[config.mk]
export PLATFORM = sky130hd
export DESIGN_NAME = decode_stage
export DESIGN_NICKNAME = d
export VERILOG_FILES = /design/src/hw/decode_pkg.sv /design/src/hw/control_unit.sv /design/src/hw/decode_stage.sv /design/src/hw/imm_extender.sv /design/src/hw/opcode_decoder.sv
export SDC_FILE = /design/constraint.sdc
export NUM_CORES = 1
export LEC_CHECK = 0
export BUFFER_PORTS_ARGS = -buffer_cell sky130_fd_sc_hd__buf_2
export CORE_UTILIZATION = 45
export DETAILED_ROUTE_END_ITERATION = 8
export GPL_ROUTABILITY_DRIVEN = 0
export GPL_TIMING_DRIVEN = 0
export PLACE_DENSITY_LB_ADDON = 0.15
export SETUP_SLACK_MARGIN = 0.5
export SLEW_MARGIN = 10
export SYNTH_ARGS = -nofsm -noshare
export SYNTH_HDL_FRONTEND = slang
export SYNTH_SLANG_ARGS = --single-unit
export TNS_END_PERCENT = 10
[constraint.sdc]
create_clock -name i_clk -period 2.65 [get_ports i_clk]
set_clock_uncertainty 0.05 [all_clocks]
set_input_delay 0.1325 -clock i_clk [delete_from_list [all_inputs] [get_ports i_clk]]
set_output_delay 0.1325 -clock i_clk [all_outputs]
set_load 0.03 [all_outputs]
[src/hw/decode_pkg.sv]
package decode_pkg;

    // Primary opcodes, instr[31:26]
    localparam logic [5:0] OPC_RTYPE = 6'b000000;  // Operation given by the function field
    localparam logic [5:0] OPC_J     = 6'b000010;
    localparam logic [5:0] OPC_JAL   = 6'b000011;
    localparam logic [5:0] OPC_BEQ   = 6'b000100;
    localparam logic [5:0] OPC_BNE   = 6'b000101;
    localparam logic [5:0] OPC_ADDI  = 6'b001000;
    localparam logic [5:0] OPC_SLTI  = 6'b001010;
    localparam logic [5:0] OPC_ANDI  = 6'b001100;
    localparam logic [5:0] OPC_ORI   = 6'b001101;
    localparam logic [5:0] OPC_XORI  = 6'b001110;
    localparam logic [5:0] OPC_LUI   = 6'b001111;
    localparam logic [5:0] OPC_LW    = 6'b100011;
    localparam logic [5:0] OPC_SW    = 6'b101011;

    // R-type function codes, instr[5:0]
    localparam logic [5:0] FUNC_SLL  = 6'b000000;  // Shift amount taken from the sa field
    localparam logic [5:0] FUNC_SRL  = 6'b000010;
    localparam logic [5:0] FUNC_SRA  = 6'b000011;
    localparam logic [5:0] FUNC_SLLV = 6'b000100;  // Shift amount taken from a register
    localparam logic [5:0] FUNC_SRLV = 6'b000110;
    localparam logic [5:0] FUNC_SRAV = 6'b000111;
    localparam logic [5:0] FUNC_JR   = 6'b001000;
    localparam logic [5:0] FUNC_JALR = 6'b001001;
    localparam logic [5:0] FUNC_ADDU = 6'b100001;
    localparam logic [5:0] FUNC_SUBU = 6'b100011;
    localparam logic [5:0] FUNC_AND  = 6'b100100;
    localparam logic [5:0] FUNC_OR   = 6'b100101;
    localparam logic [5:0] FUNC_XOR  = 6'b100110;
    localparam logic [5:0] FUNC_NOR  = 6'b100111;
    localparam logic [5:0] FUNC_SLT  = 6'b101010;

    // I-type function codes are the low three opcode bits
    localparam logic [5:0] FUNC_ADDI = 6'b000000;
    localparam logic [5:0] FUNC_SLTI = 6'b000010;
    localparam logic [5:0] FUNC_ANDI = 6'b000100;
    localparam logic [5:0] FUNC_ORI  = 6'b000101;
    localparam logic [5:0] FUNC_XORI = 6'b000110;
    localparam logic [5:0] FUNC_LUI  = 6'b000111;

    typedef enum logic [3:0] {
        OP_SHIFT_RIGHT      = 4'b0000,
        OP_SHIFT_LEFT       = 4'b0001,
        OP_SHIFT_RIGHT_ARIT = 4'b0010,
        OP_PASS             = 4'b0011,  // Source A goes straight to the result
        OP_ADD              = 4'b0100,
        OP_SUB              = 4'b0101,
        OP_AND              = 4'b0110,
        OP_OR               = 4'b0111,
        OP_XOR              = 4'b1000,
        OP_NOR              = 4'b1001,
        OP_SLT              = 4'b1010,
        OP_CMP              = 4'b1011,  // Branch condition compare
        OP_SIGNED_ADD       = 4'b1100   // Add with overflow detection
    } alu_op_e;

    typedef enum logic [2:0] {
        AGU_REG        = 3'b000,  // Target address held in a register
        AGU_BASE_OFFS  = 3'b001,  // Base register plus offset
        AGU_PC_REL     = 3'b010,  // PC plus offset shifted by two
        AGU_PSEUDO_DIR = 3'b011   // PC high bits joined to the 26-bit target
    } agu_op_e;

    typedef enum logic [1:0] {
        EXT_SIGN       = 2'b00,
        EXT_ZERO_UPPER = 2'b01,
        EXT_ZERO_LOWER = 2'b10
    } ext_mode_e;

    localparam logic [1:0] SRC_A_PC4 = 2'b00;  // Return address for links
    localparam logic [1:0] SRC_A_RT  = 2'b01;
    localparam logic [1:0] SRC_A_IMM = 2'b11;  // Output of the immediate extender

    localparam logic [1:0] DST_RT = 2'b00;
    localparam logic [1:0] DST_RD = 2'b01;
    localparam logic [1:0] DST_RA = 2'b11;     // Register 31

    localparam logic [1:0] ADDR_REG    = 2'b00;
    localparam logic [1:0] ADDR_PSEUDO = 2'b01;
    localparam logic [1:0] ADDR_PC_REL = 2'b10;

    localparam logic [4:0] REG_RA = 5'd31;     // Link register of JAL

endpackage

[src/hw/control_unit.sv]
`timescale 1ns/1ps

module control_unit (
    input  logic                  i_flg_pc_modify,  // Jump or branch
    input  logic                  i_flg_link_ret,   // Saves the return address
    input  logic [1:0]            i_flg_addr_type,  // Register, pseudo-direct or PC-relative
    input  logic                  i_flg_immediate,  // Uses the 16-bit immediate
    input  logic                  i_flg_mem_op,     // Load or store
    input  logic                  i_flg_mem_type,   // Low for load, high for store
    input  logic [5:0]            i_funct,          // R-type or I-type function code
    output logic [1:0]            o_alu_src_a,      // PC+4, RT or extended immediate
    output logic                  o_alu_src_b,      // High selects the shift amount
    output logic [1:0]            o_alu_dst,        // RT, RD or register 31
    output decode_pkg::alu_op_e   o_alu_op,
    output logic                  o_agu_src_addr,   // High for PC, low for a register
    output decode_pkg::agu_op_e   o_agu_op,
    output logic                  o_jump,
    output logic                  o_branch,         // ALU result decides the branch
    output logic                  o_reg_wr_en,
    output logic                  o_mem_wr_en,
    output logic                  o_wb_src,         // High for the ALU, low for data memory
    output decode_pkg::ext_mode_e o_ext_mode        // Immediate extension for the extender
);
    import decode_pkg::*;

    logic [5:0] flags;
    logic       r_known;  // Function code maps to an ALU op

    // Class pattern, most significant bit first
    assign flags = {i_flg_pc_modify, i_flg_link_ret, i_flg_addr_type,
                    i_flg_immediate, i_flg_mem_op};

    always_comb begin
        o_alu_src_a    = 2'b00;  // Everything zero unless a class drives it
        o_alu_src_b    = 1'b0;
        o_alu_dst      = 2'b00;
        o_alu_op       = OP_SHIFT_RIGHT;
        o_agu_src_addr = 1'b0;
        o_agu_op       = AGU_REG;
        o_jump         = 1'b0;
        o_branch       = 1'b0;
        o_reg_wr_en    = 1'b0;
        o_mem_wr_en    = 1'b0;
        o_wb_src       = 1'b0;
        o_ext_mode     = EXT_SIGN;
        r_known        = 1'b1;
        case (flags)
            {2'b00, ADDR_REG, 2'b00}: begin     // R-type
                case (i_funct)
                    FUNC_SLL:  begin o_alu_src_b = 1'b1; o_alu_op = OP_SHIFT_LEFT; end
                    FUNC_SRL:  begin o_alu_src_b = 1'b1; o_alu_op = OP_SHIFT_RIGHT; end
                    FUNC_SRA:  begin o_alu_src_b = 1'b1; o_alu_op = OP_SHIFT_RIGHT_ARIT; end
                    FUNC_SLLV: o_alu_op = OP_SHIFT_LEFT;
                    FUNC_SRLV: o_alu_op = OP_SHIFT_RIGHT;
                    FUNC_SRAV: o_alu_op = OP_SHIFT_RIGHT_ARIT;
                    FUNC_ADDU: o_alu_op = OP_ADD;
                    FUNC_SUBU: o_alu_op = OP_SUB;
                    FUNC_AND:  o_alu_op = OP_AND;
                    FUNC_OR:   o_alu_op = OP_OR;
                    FUNC_XOR:  o_alu_op = OP_XOR;
                    FUNC_NOR:  o_alu_op = OP_NOR;
                    FUNC_SLT:  o_alu_op = OP_SLT;
                    default:   r_known = 1'b0;  // Unknown function leaves all controls at zero
                endcase
                if (r_known) begin
                    o_alu_src_a = SRC_A_RT;
                    o_alu_dst   = DST_RD;
                    o_reg_wr_en = 1'b1;
                    o_wb_src    = 1'b1;
                end
            end
            {2'b10, ADDR_REG, 2'b00}: begin     // JR
                o_agu_op = AGU_REG;             // Target straight from rs
                o_jump   = 1'b1;
            end
            {2'b11, ADDR_REG, 2'b00}: begin     // JALR
                o_alu_src_a = SRC_A_PC4;        // Return address passes the ALU into rd
                o_alu_dst   = DST_RD;
                o_alu_op    = OP_PASS;
                o_agu_op    = AGU_REG;
                o_jump      = 1'b1;
                o_reg_wr_en = 1'b1;
                o_wb_src    = 1'b1;
            end
            {2'b00, ADDR_REG, 2'b11}: begin     // Load and store
                o_alu_dst   = DST_RT;
                o_agu_op    = AGU_BASE_OFFS;
                o_reg_wr_en = ~i_flg_mem_type;  // Only loads write a register
                o_mem_wr_en = i_flg_mem_type;
                o_ext_mode  = EXT_SIGN;         // Offset is signed
            end
            {2'b00, ADDR_REG, 2'b10}: begin     // Arithmetic with an immediate
                o_alu_src_a = SRC_A_IMM;
                o_alu_dst   = DST_RT;
                o_reg_wr_en = 1'b1;
                o_wb_src    = 1'b1;
                case (i_funct)
                    FUNC_ADDI: o_alu_op = OP_SIGNED_ADD;
                    FUNC_SLTI: o_alu_op = OP_SLT;
                    FUNC_ANDI: begin o_alu_op = OP_AND; o_ext_mode = EXT_ZERO_UPPER; end
                    FUNC_ORI:  begin o_alu_op = OP_OR;  o_ext_mode = EXT_ZERO_UPPER; end
                    FUNC_XORI: begin o_alu_op = OP_XOR; o_ext_mode = EXT_ZERO_UPPER; end
                    FUNC_LUI:  begin o_alu_op = OP_PASS; o_ext_mode = EXT_ZERO_LOWER; end
                    default:   o_alu_op = OP_SHIFT_RIGHT;
                endcase
            end
            {2'b10, ADDR_PC_REL, 2'b10}: begin  // BEQ and BNE
                o_alu_src_a    = SRC_A_RT;      // Compare rs against rt
                o_alu_op       = OP_CMP;
                o_agu_src_addr = 1'b1;
                o_agu_op       = AGU_PC_REL;
                o_branch       = 1'b1;
                o_ext_mode     = EXT_SIGN;
            end
            {2'b10, ADDR_PSEUDO, 2'b00},
            {2'b11, ADDR_PSEUDO, 2'b00}: begin  // J and JAL
                o_alu_src_a    = SRC_A_PC4;
                o_alu_dst      = DST_RA;
                o_alu_op       = OP_PASS;
                o_agu_src_addr = 1'b1;
                o_agu_op       = AGU_PSEUDO_DIR;
                o_jump         = 1'b1;
                o_reg_wr_en    = i_flg_link_ret;  // Only JAL saves the return address
                o_wb_src       = 1'b1;
            end
            default: ;  // Other flag patterns keep every output at zero
        endcase
    end

endmodule

[src/hw/decode_stage.sv]
`timescale 1ns/1ps

module decode_stage (
    input  logic                i_clk,
    input  logic                i_arst_n,
    input  logic                i_valid,         // One-cycle strobe with a new instruction
    input  logic [31:0]         i_instr,
    output logic                o_valid,         // Decoded set was captured on the last edge
    output logic [1:0]          o_alu_src_a,
    output logic                o_alu_src_b,
    output logic [1:0]          o_alu_dst,
    output decode_pkg::alu_op_e o_alu_op,
    output logic                o_agu_src_addr,
    output decode_pkg::agu_op_e o_agu_op,
    output logic                o_jump,
    output logic                o_branch,
    output logic                o_reg_wr_en,     // Low for illegal instructions
    output logic                o_mem_wr_en,     // Low for illegal instructions
    output logic                o_wb_src,
    output logic [31:0]         o_imm_ext,
    output logic [4:0]          o_link_reg,
    output logic [4:0]          o_addr_reg,
    output logic                o_illegal
);
    import decode_pkg::*;

    logic        pc_modify;
    logic        link_ret;
    logic [1:0]  addr_type;
    logic        immediate;
    logic        mem_op;
    logic        mem_type;
    logic [5:0]  funct;
    logic [4:0]  link_reg;
    logic [4:0]  addr_reg;
    logic        illegal;
    logic [1:0]  alu_src_a;
    logic        alu_src_b;
    logic [1:0]  alu_dst;
    alu_op_e     alu_op;
    logic        agu_src_addr;
    agu_op_e     agu_op;
    logic        jump;
    logic        branch;
    logic        reg_wr_en;
    logic        mem_wr_en;
    logic        wb_src;
    ext_mode_e   ext_mode;
    logic [31:0] imm_ext;

    opcode_decoder u_opcode_decoder (
        .i_instr         (i_instr),
        .o_flg_pc_modify (pc_modify),
        .o_flg_link_ret  (link_ret),
        .o_flg_addr_type (addr_type),
        .o_flg_immediate (immediate),
        .o_flg_mem_op    (mem_op),
        .o_flg_mem_type  (mem_type),
        .o_funct         (funct),
        .o_link_reg      (link_reg),
        .o_addr_reg      (addr_reg),
        .o_illegal       (illegal)
    );

    control_unit u_control_unit (
        .i_flg_pc_modify (pc_modify),
        .i_flg_link_ret  (link_ret),
        .i_flg_addr_type (addr_type),
        .i_flg_immediate (immediate),
        .i_flg_mem_op    (mem_op),
        .i_flg_mem_type  (mem_type),
        .i_funct         (funct),
        .o_alu_src_a     (alu_src_a),
        .o_alu_src_b     (alu_src_b),
        .o_alu_dst       (alu_dst),
        .o_alu_op        (alu_op),
        .o_agu_src_addr  (agu_src_addr),
        .o_agu_op        (agu_op),
        .o_jump          (jump),
        .o_branch        (branch),
        .o_reg_wr_en     (reg_wr_en),
        .o_mem_wr_en     (mem_wr_en),
        .o_wb_src        (wb_src),
        .o_ext_mode      (ext_mode)
    );

    imm_extender u_imm_extender (
        .i_imm     (i_instr[15:0]),
        .i_mode    (ext_mode),
        .o_imm_ext (imm_ext)
    );

    // Pipeline register, loaded only on a strobe and held until the next one
    always_ff @(posedge i_clk or negedge i_arst_n) begin
        if (!i_arst_n) begin
            o_valid        <= 1'b0;
            o_alu_src_a    <= 2'b00;
            o_alu_src_b    <= 1'b0;
            o_alu_dst      <= 2'b00;
            o_alu_op       <= OP_SHIFT_RIGHT;  // Encoding zero
            o_agu_src_addr <= 1'b0;
            o_agu_op       <= AGU_REG;         // Encoding zero
            o_jump         <= 1'b0;
            o_branch       <= 1'b0;
            o_reg_wr_en    <= 1'b0;
            o_mem_wr_en    <= 1'b0;
            o_wb_src       <= 1'b0;
            o_imm_ext      <= 32'h0000_0000;
            o_link_reg     <= 5'd0;
            o_addr_reg     <= 5'd0;
            o_illegal      <= 1'b0;
        end else begin
            o_valid <= i_valid;  // Exactly one cycle per strobe
            if (i_valid) begin
                o_alu_src_a    <= alu_src_a;
                o_alu_src_b    <= alu_src_b;
                o_alu_dst      <= alu_dst;
                o_alu_op       <= alu_op;
                o_agu_src_addr <= agu_src_addr;
                o_agu_op       <= agu_op;
                o_jump         <= jump;
                o_branch       <= branch;
                o_reg_wr_en    <= reg_wr_en & ~illegal;  // Illegal opcodes never write state
                o_mem_wr_en    <= mem_wr_en & ~illegal;
                o_wb_src       <= wb_src;
                o_imm_ext      <= imm_ext;
                o_link_reg     <= link_reg;
                o_addr_reg     <= addr_reg;
                o_illegal      <= illegal;
            end
        end
    end

endmodule

[src/hw/imm_extender.sv]
`timescale 1ns/1ps

module imm_extender (
    input  logic [15:0]           i_imm,      // Immediate field of the instruction
    input  decode_pkg::ext_mode_e i_mode,     // Extension picked by the control unit
    output logic [31:0]           o_imm_ext   // Immediate widened to a full word
);
    import decode_pkg::*;

    always_comb begin
        case (i_mode)
            EXT_SIGN:       o_imm_ext = {{16{i_imm[15]}}, i_imm};  // Arithmetic, offsets
            EXT_ZERO_UPPER: o_imm_ext = {16'h0000, i_imm};         // Logic immediates
            EXT_ZERO_LOWER: o_imm_ext = {i_imm, 16'h0000};         // LUI
            default:        o_imm_ext = 32'h0000_0000;
        endcase
    end

endmodule

[src/hw/opcode_decoder.sv]
`timescale 1ns/1ps

module opcode_decoder (
    input  logic [31:0] i_instr,          // Instruction word from fetch
    output logic        o_flg_pc_modify,  // Jump or branch
    output logic        o_flg_link_ret,   // Saves the return address
    output logic [1:0]  o_flg_addr_type,  // How the target address is formed
    output logic        o_flg_immediate,  // Uses the 16-bit immediate
    output logic        o_flg_mem_op,     // Load or store
    output logic        o_flg_mem_type,   // Low for load, high for store
    output logic [5:0]  o_funct,          // Function code for the control unit
    output logic [4:0]  o_link_reg,       // Register written with the return address
    output logic [4:0]  o_addr_reg,       // Register holding a jump target or base
    output logic        o_illegal         // Opcode not implemented
);
    import decode_pkg::*;

    logic [5:0] opcode;
    logic [4:0] rs;
    logic [4:0] rd;

    assign opcode = i_instr[31:26];
    assign rs     = i_instr[25:21];
    assign rd     = i_instr[15:11];

    // R-type carries its own function field, the I-type ALU ops reuse opcode[2:0]
    assign o_funct    = (opcode == OPC_RTYPE) ? i_instr[5:0] : {3'b000, opcode[2:0]};
    assign o_link_reg = (opcode == OPC_JAL) ? REG_RA : rd;  // JALR links through rd
    assign o_addr_reg = rs;                                 // Target of JR/JALR, base of loads

    always_comb begin
        o_flg_pc_modify = 1'b0;  // Plain R-type pattern unless a class below matches
        o_flg_link_ret  = 1'b0;
        o_flg_addr_type = ADDR_REG;
        o_flg_immediate = 1'b0;
        o_flg_mem_op    = 1'b0;
        o_flg_mem_type  = 1'b0;
        o_illegal       = 1'b0;
        case (opcode)
            OPC_RTYPE: begin
                if (i_instr[5:0] == FUNC_JR || i_instr[5:0] == FUNC_JALR) begin
                    o_flg_pc_modify = 1'b1;                        // Register-indirect jump
                    o_flg_link_ret  = (i_instr[5:0] == FUNC_JALR); // Only JALR links
                end
            end
            OPC_J, OPC_JAL: begin
                o_flg_pc_modify = 1'b1;
                o_flg_link_ret  = (opcode == OPC_JAL);
                o_flg_addr_type = ADDR_PSEUDO;   // 26-bit target replaces the low PC bits
            end
            OPC_BEQ, OPC_BNE: begin
                o_flg_pc_modify = 1'b1;
                o_flg_addr_type = ADDR_PC_REL;   // Offset added to PC+4
                o_flg_immediate = 1'b1;
            end
            OPC_ADDI, OPC_SLTI, OPC_ANDI, OPC_ORI, OPC_XORI, OPC_LUI: begin
                o_flg_immediate = 1'b1;          // ALU op picked by opcode[2:0]
            end
            OPC_LW, OPC_SW: begin
                o_flg_immediate = 1'b1;          // Offset for base plus offset
                o_flg_mem_op    = 1'b1;
                o_flg_mem_type  = (opcode == OPC_SW);
            end
            default: o_illegal = 1'b1;   // Flags stay at the R-type pattern, top level masks writes
        endcase
    end

endmodule

## Yosys cells after proc, flatten, opt, wreduce, memory -nomap -nowiden

Cells that the tools add are included.

| storage, ports and cells | value |
|---|---|
| output and inout bits | 62 |
| flip-flop bits (word level) | 62 |
| bits of input ports | 35 |

| cells by class | value |
|---|---|
| reductions and logical operators | 22 |
| muxes and demuxes | 32 |
| equal/unequal tests | 36 |
| bitwise operators | 3 |

Operator list:

| kind | count |
|---|---|
| $pmux W32 S3 | 1 |
| $eq A6 B6 Y1 const B | 14 |
| $eq A6 B4 Y1 const B | 8 |
| $eq A6 B2 Y1 const B | 6 |
| $eq A6 B3 Y1 const B | 6 |
| $pmux W4 S9 | 1 |
| $reduce_or A13 Y1 | 2 |
| $pmux W4 S6 | 1 |
| $logic_not A6 Y1 | 3 |
| $pmux W2 S3 | 3 |
| $mux W1 | 16 |
| $pmux W4 S4 | 1 |
| $reduce_or A2 Y1 | 7 |
| $reduce_or A3 Y1 | 4 |
| $reduce_or A4 Y1 | 3 |
| $reduce_or A10 Y1 | 1 |
| $pmux W2 S2 | 2 |
| $mux W6 | 1 |
| $pmux W1 S2 | 3 |
| $mux W5 | 1 |
| $pmux W1 S4 | 1 |
| $and A1 B1 Y1 | 2 |
| $eq A2 B1 Y1 const B | 1 |
| $eq A2 B2 Y1 const B | 1 |
| 4 further kinds | 4 |

## Logic depth before layout (Yosys ltp)

| logic depth | value |
|---|---|
| word-level depth | 9 |
| mapped depth | 7 |
| mapped depth without buffers | 6 |

## By module

From an unflattened synthesis, not the netlist that was laid out.

| unflattened totals | value |
|---|---|
| cell total of the unflattened synthesis | 316 |
| area, all modules | 3756.1 um2 |

Modules (own cells, without submodules):

| module | times used | cells an instance | sequential area each (um2) | area each (um2) |
|---|---|---|---|---|
| decode_stage | 1 | 134 | 1551.5 | 2581.2 |
| control_unit | 1 | 83 | 0.0 | 538.0 |
| imm_extender | 1 | 54 | 0.0 | 339.1 |
| opcode_decoder | 1 | 45 | 0.0 | 297.8 |

## Least setup slack after synthesis

No wires, ideal clock.

| timing | value |
|---|---|
| path kind | input to register |
| start point | input port i_instr[29] |
| end point | register o_wb_src |
| required time | 2454 ps |
| cell stages on the path | 7 |
| arrival time | 1657 ps |
| setup slack | 797 ps |
| library setup time | 146 ps |
| cells stage by stage | buf_6 -> or4_4 -> nor4_4 -> a311o_1 -> or2_1 -> o21a_4 -> a41oi_2 |

| between the ends | value |
|---|---|
| longest elaborated chain between the ends | 8 |
| elaborated cells on any way between the ends | 48 |

Ends and longest elaborated chain:

| item | line | text |
|---|---|---|
| from (decl) | decode_stage.sv:7 | `input logic [31:0] i_instr,` |
| $logic_not A6 Y1 | opcode_decoder.sv:27, opcode_decoder.sv:39 |  |
| $mux W6 | opcode_decoder.sv:27 | `assign o_funct = (opcode == OPC_RTYPE) ? i_instr[5:0] : {3'b000, opcode[2:0]};` |
| $eq A6 B2 Y1 (tied with other cells) | control_unit.sv:49 | `case (i_funct)` |
| $reduce_or A13 Y1 (no line) | - |  |
| $mux W1 | control_unit.sv:49 |  |
| $mux W1 | control_unit.sv:47 | `case (flags)` |
| $mux W1 | control_unit.sv:65 | `if (r_known) begin` |
| $pmux W1 S2 (*) | control_unit.sv:47 |  |
| to (signal assigned) | decode_stage.sv:125 | `o_wb_src <= wb_src;` |
| to (decl) | decode_stage.sv:19 | `output logic o_wb_src,` |

Every way passes the cells marked *; elsewhere a longest branch is shown, timed or not. The select of a mux whose other input is x is not followed.
A chain may end at the register's enable or synchronous reset.

## Worst setup path in the final report

| timing | value |
|---|---|
| start point | input port i_instr[28] |
| end point | register o_alu_op[0] |

| between the ends | value |
|---|---|
| longest elaborated chain between the ends | 6 |
| elaborated cells on any way between the ends | 50 |

Ends and longest elaborated chain:

| item | line | text |
|---|---|---|
| $eq A6 B2 Y1 (tied with other cells) | opcode_decoder.sv:39 | `case (opcode)` |
| $reduce_or A4 Y1 (no line) (tied with other cells) | - |  |
| $pmux W1 S2 (tied with other cells) | opcode_decoder.sv:39 |  |
| $eq A6 B6 Y1 or $reduce_or A2 Y1 (tied branches) | - |  |
| $reduce_or A3 Y1 (no line) or $pmux W4 S9 (tied branches) | - |  |
| $pmux W4 S4 (*) | control_unit.sv:47 |  |
| to (signal assigned) | decode_stage.sv:118 | `o_alu_op <= alu_op;` |
| to (decl) | decode_stage.sv:12 | `output decode_pkg::alu_op_e o_alu_op,` |

Every way passes the cells marked *; elsewhere a longest branch is shown, timed or not.

==> impl_results.rst <==
.. list-table::
   :header-rows: 1

   * - Metric
     - Value
   * - Result of the run
     - finished clean
   * - Die Y-Extent
     - 85.7 um
   * - Congestion Overflow GR
     - 0
   * - Worst Max-Slew Pin Slew
     - 0.940 ns
   * - Worst-path fanout max
     - 10
   * - Cell type with the largest total area after synthesis
     - dfrtp_1
   * - Synthesized area per cell
     - 9.85 um2
   * - Wire length per cell
     - 15.8 um
   * - Unrepaired setup endpoints after global routing
     - true
   * - Number of flip-flops under the largest register name
     - 32
   * - Placement row count
     - 30
   * - Maximum level of the CTS H-tree
     - 3
   * - Final-layout worst hold slack
     - 0.0229 ns
   * - Effective utilization at floorplan
     - 0.464
   * - Number of I/O pins
     - 97
   * - Ys Warns
     - 0
   * - Main synth FF type
     - dfrtp_1
   * - Share of cells above drive strength 1
     - 0.333
   * - Clock Pin Slew Worst Setup and Hold Paths
     - 0.07 ns
   * - Yosys reg bits
     - 61
   * - Tmin final
     - 2.03 ns
   * - Category of the most critical setup path
     - input port to register
   * - First-pass GRT wire length
     - 13200 um
   * - Bufs on Longest Clock Path
     - 2
   * - Switching share of power
     - 0.321
   * - Total CTS buffers
     - 9
   * - Dpl ws
     - 0.334 ns
   * - Buffer type at the clock tree root
     - clkbuf_8
   * - Count of inserted antenna diode cells
     - 0
   * - Distinct cells, synth
     - 54
   * - First-pass iteration count of the detailed router
     - 6
   * - Flop pwr share
     - 0.415
   * - DRC violation total after the first TritonRoute iteration
     - 141
   * - PnR Total Power
     - 2.53 mW
   * - Cells after synthesis
     - 320
   * - Chip Width
     - 85.7 um
   * - Static leakage
     - 1.87 nW
   * - Proportion of power drawn by combinational gates
     - 0.222
   * - Largest net degree at the start of global routing
     - 62
   * - Part of the total power dissipated in the clock network
     - 0.362
   * - Syn Std Cell Area
     - 3150 um2
   * - Max rail drop VDD
     - 0.000252 V
   * - Worst setup margin
     - 0.623 ns
   * - Setup bufs post-CTS
     - 0
   * - HPWL after DPL
     - 5870 um
   * - Overall track demand over capacity in global routing
     - 0.236
   * - Data arrival time of the critical path
     - 2.19 ns
   * - NetSw
     - 0.814 mW
   * - Post-synth ARST share
     - 1.00
   * - Synth-to-layout area growth
     - 26.8%
   * - Endpoint kind of the worst setup timing path
     - register
   * - CTS tree
     - yes
   * - Number of nets in the final layout
     - 459
   * - Clock sinks
     - 61
   * - Net Count, Synth
     - 355
   * - Area of the die
     - 7340 um2
   * - Power density cells
     - 633 nW/um2
   * - Portion of the clock cycle consumed by the worst path in the final layout
     - 0.765
   * - Internal power component
     - 1.72 mW
   * - Worst-skew pair later-pin latency
     - 0.33 ns
   * - Via count of the routed design
     - 2807
   * - Filler cells
     - 614
   * - Hold Violations, Final
     - 0
   * - Via density per instance
     - 5.35
   * - Number of slew-limit violations in the final report
     - 0
   * - Class of the worst hold path
     - input port to register
   * - Highest Clock Rate
     - 0.493 GHz
   * - Antenna violations before repair
     - 0
   * - Residual antenna-violating net count after detailed routing
     - 0
   * - Synth area leaders
     - dfrtp_1 48%, inv_1 5.7%, o221ai_2 4.8%
   * - Startpoint type of the worst setup path
     - input port
   * - Core area
     - 6790 um2
   * - Total negative slack
     - 0 ns
   * - Required time reported for the critical path endpoint
     - 2.81 ns
   * - Drc violations
     - 0
   * - Total Wirelength
     - 8300 um
   * - Vias in the first global route
     - 2585
   * - Buffers on Ports
     - 86
   * - Proportion of synthesized chip area in sequential cells
     - 0.484
   * - Setup violations, final
     - 0
   * - EDFF count, synth
     - 0
   * - Number of maximum-capacitance constraint violations
     - 0
   * - Relative max-transition margin
     - 0.368
   * - Area share of the largest cell type after synthesis
     - 0.484
==> per-layer routing <==
metal	track usage	vias up	routed length (um)
met5	0	-	0
met4	0.0955	0	106
met3	0.0510	10	436
met2	0.354	116	3820
met1	0.333	1351	3940
li1	-	1330	-
==> worst paths after layout <==
path                            slack [ns]   startpoint           end  depth (start not counted)
min in group asynchronous             0.36     i_arst_n   o_mem_wr_en                          2
worst min register to register        0.45    o_illegal     o_illegal                          2
worst min-delay path                  0.02   i_instr[6]  o_imm_ext[6]                          3
worst max register to register        1.64  o_alu_op[0]   o_alu_op[0]                          3
worst max-delay path                  0.62  i_instr[28]   o_alu_op[0]                          7
max in group asynchronous             1.67     i_arst_n   o_alu_op[3]                          2
==> layout make-up <==
cell class	instances	area, um2	share of cell area
clock buffers	9	124	0.0310
clock inverters	7	97.6	0.0244
repair buffers	93	503	0.126
multi-input cells	187	1320	0.331
well taps	96	120	0.0300
flip-flops and latches	61	1530	0.382
plain buffers	24	124	0.0310
inverters	48	180	0.0451
==> power groups by stage <==
stage / registers (mW) / logic (mW) / clock network (mW)
2_1_floorplan: 1.23 / 0.209 / 0
3_3_place_gp: 1.07 / 0.548 / 0
3_5_place_dp: 1.07 / 0.555 / 0
4_1_cts: 1.05 / 0.564 / 0.943
5_1_grt: 1.06 / 0.606 / 0.977
6_report: 1.05 / 0.563 / 0.917
==> cell families after synthesis <==
kind of cell           after synthesis  share of synthesized area
XOR/XNOR                             1                    0.00278
other                                1                    0.00119
flip-flops                          61                      0.484
buffers and inverters               72                     0.0961
multiplexers                         6                     0.0214
AND/OR/NAND/NOR                     91                      0.162
AO/OA/AOI/OAI                       88                      0.232
==> what timing repair did <==
action / CTS / global route
hold buffers: 7 / 0
setup endpoints to repair: 0 / 8
hold endpoints to repair: 67 / 0
gates resized for setup: 0 / 2
==> cell usage after synthesis, types with 2 or more instances <==
cell       n
dfrtp_1   61
inv_1     48
nand2_1   24
o22ai_1   22
nor2_1    16
clkbuf_1  13
nand3_1   13
a21oi_1   10
o221ai_2  10
nand2b_1   9
o21ai_0    9
a31oi_1    7
mux2_2     6
nor2b_1    6
nor3_1     6
buf_2      5
o221ai_1   5
o211ai_1   4
buf_6      3
o31ai_1    3
buf_1      2
nor4_2     2
o21a_1     2
o31ai_4    2
or2_1      2
or3_1      2
==> layout by cell type, fill, tap and decap left out, types with 4 or more instances in the layout <==
master / netlist / final
buf_2: 5 / 90
dfrtp_1: 61 / 61
inv_1: 48 / 48
nand2_1: 24 / 24
o22ai_1: 22 / 22
nor2_1: 16 / 16
nand3_1: 13 / 13
clkbuf_1: 13 / 12
a21oi_1: 10 / 10
o221ai_2: 10 / 10
nand2b_1: 9 / 9
o21ai_0: 9 / 9
clkbuf_8: 0 / 9
a31oi_1: 7 / 7
dlygate4sd3_1: 0 / 7
nor2b_1: 6 / 6
nor3_1: 6 / 6
mux2_2: 6 / 6
o221ai_1: 5 / 5
o211ai_1: 4 / 4
==> worst max-delay path, cell delays in order <==
cell and delay (ns):
buf_2 0.11, clkbuf_1 0.35, a211oi_1 0.09, a2111oi_1 0.77, o211ai_1 0.31, a31oi_1 0.32, o31ai_4 0.10
==> through the flow <==
stage               cell area [um2]  utilization  cells
floorplan                      3150            -    320
global placement               3700        0.545    502
detailed placement             3700        0.545    502
CTS                            4000        0.588    525
global route                   4000        0.588    525
finish                         4000        0.588    525
Power figures use the tool's default switching activity.
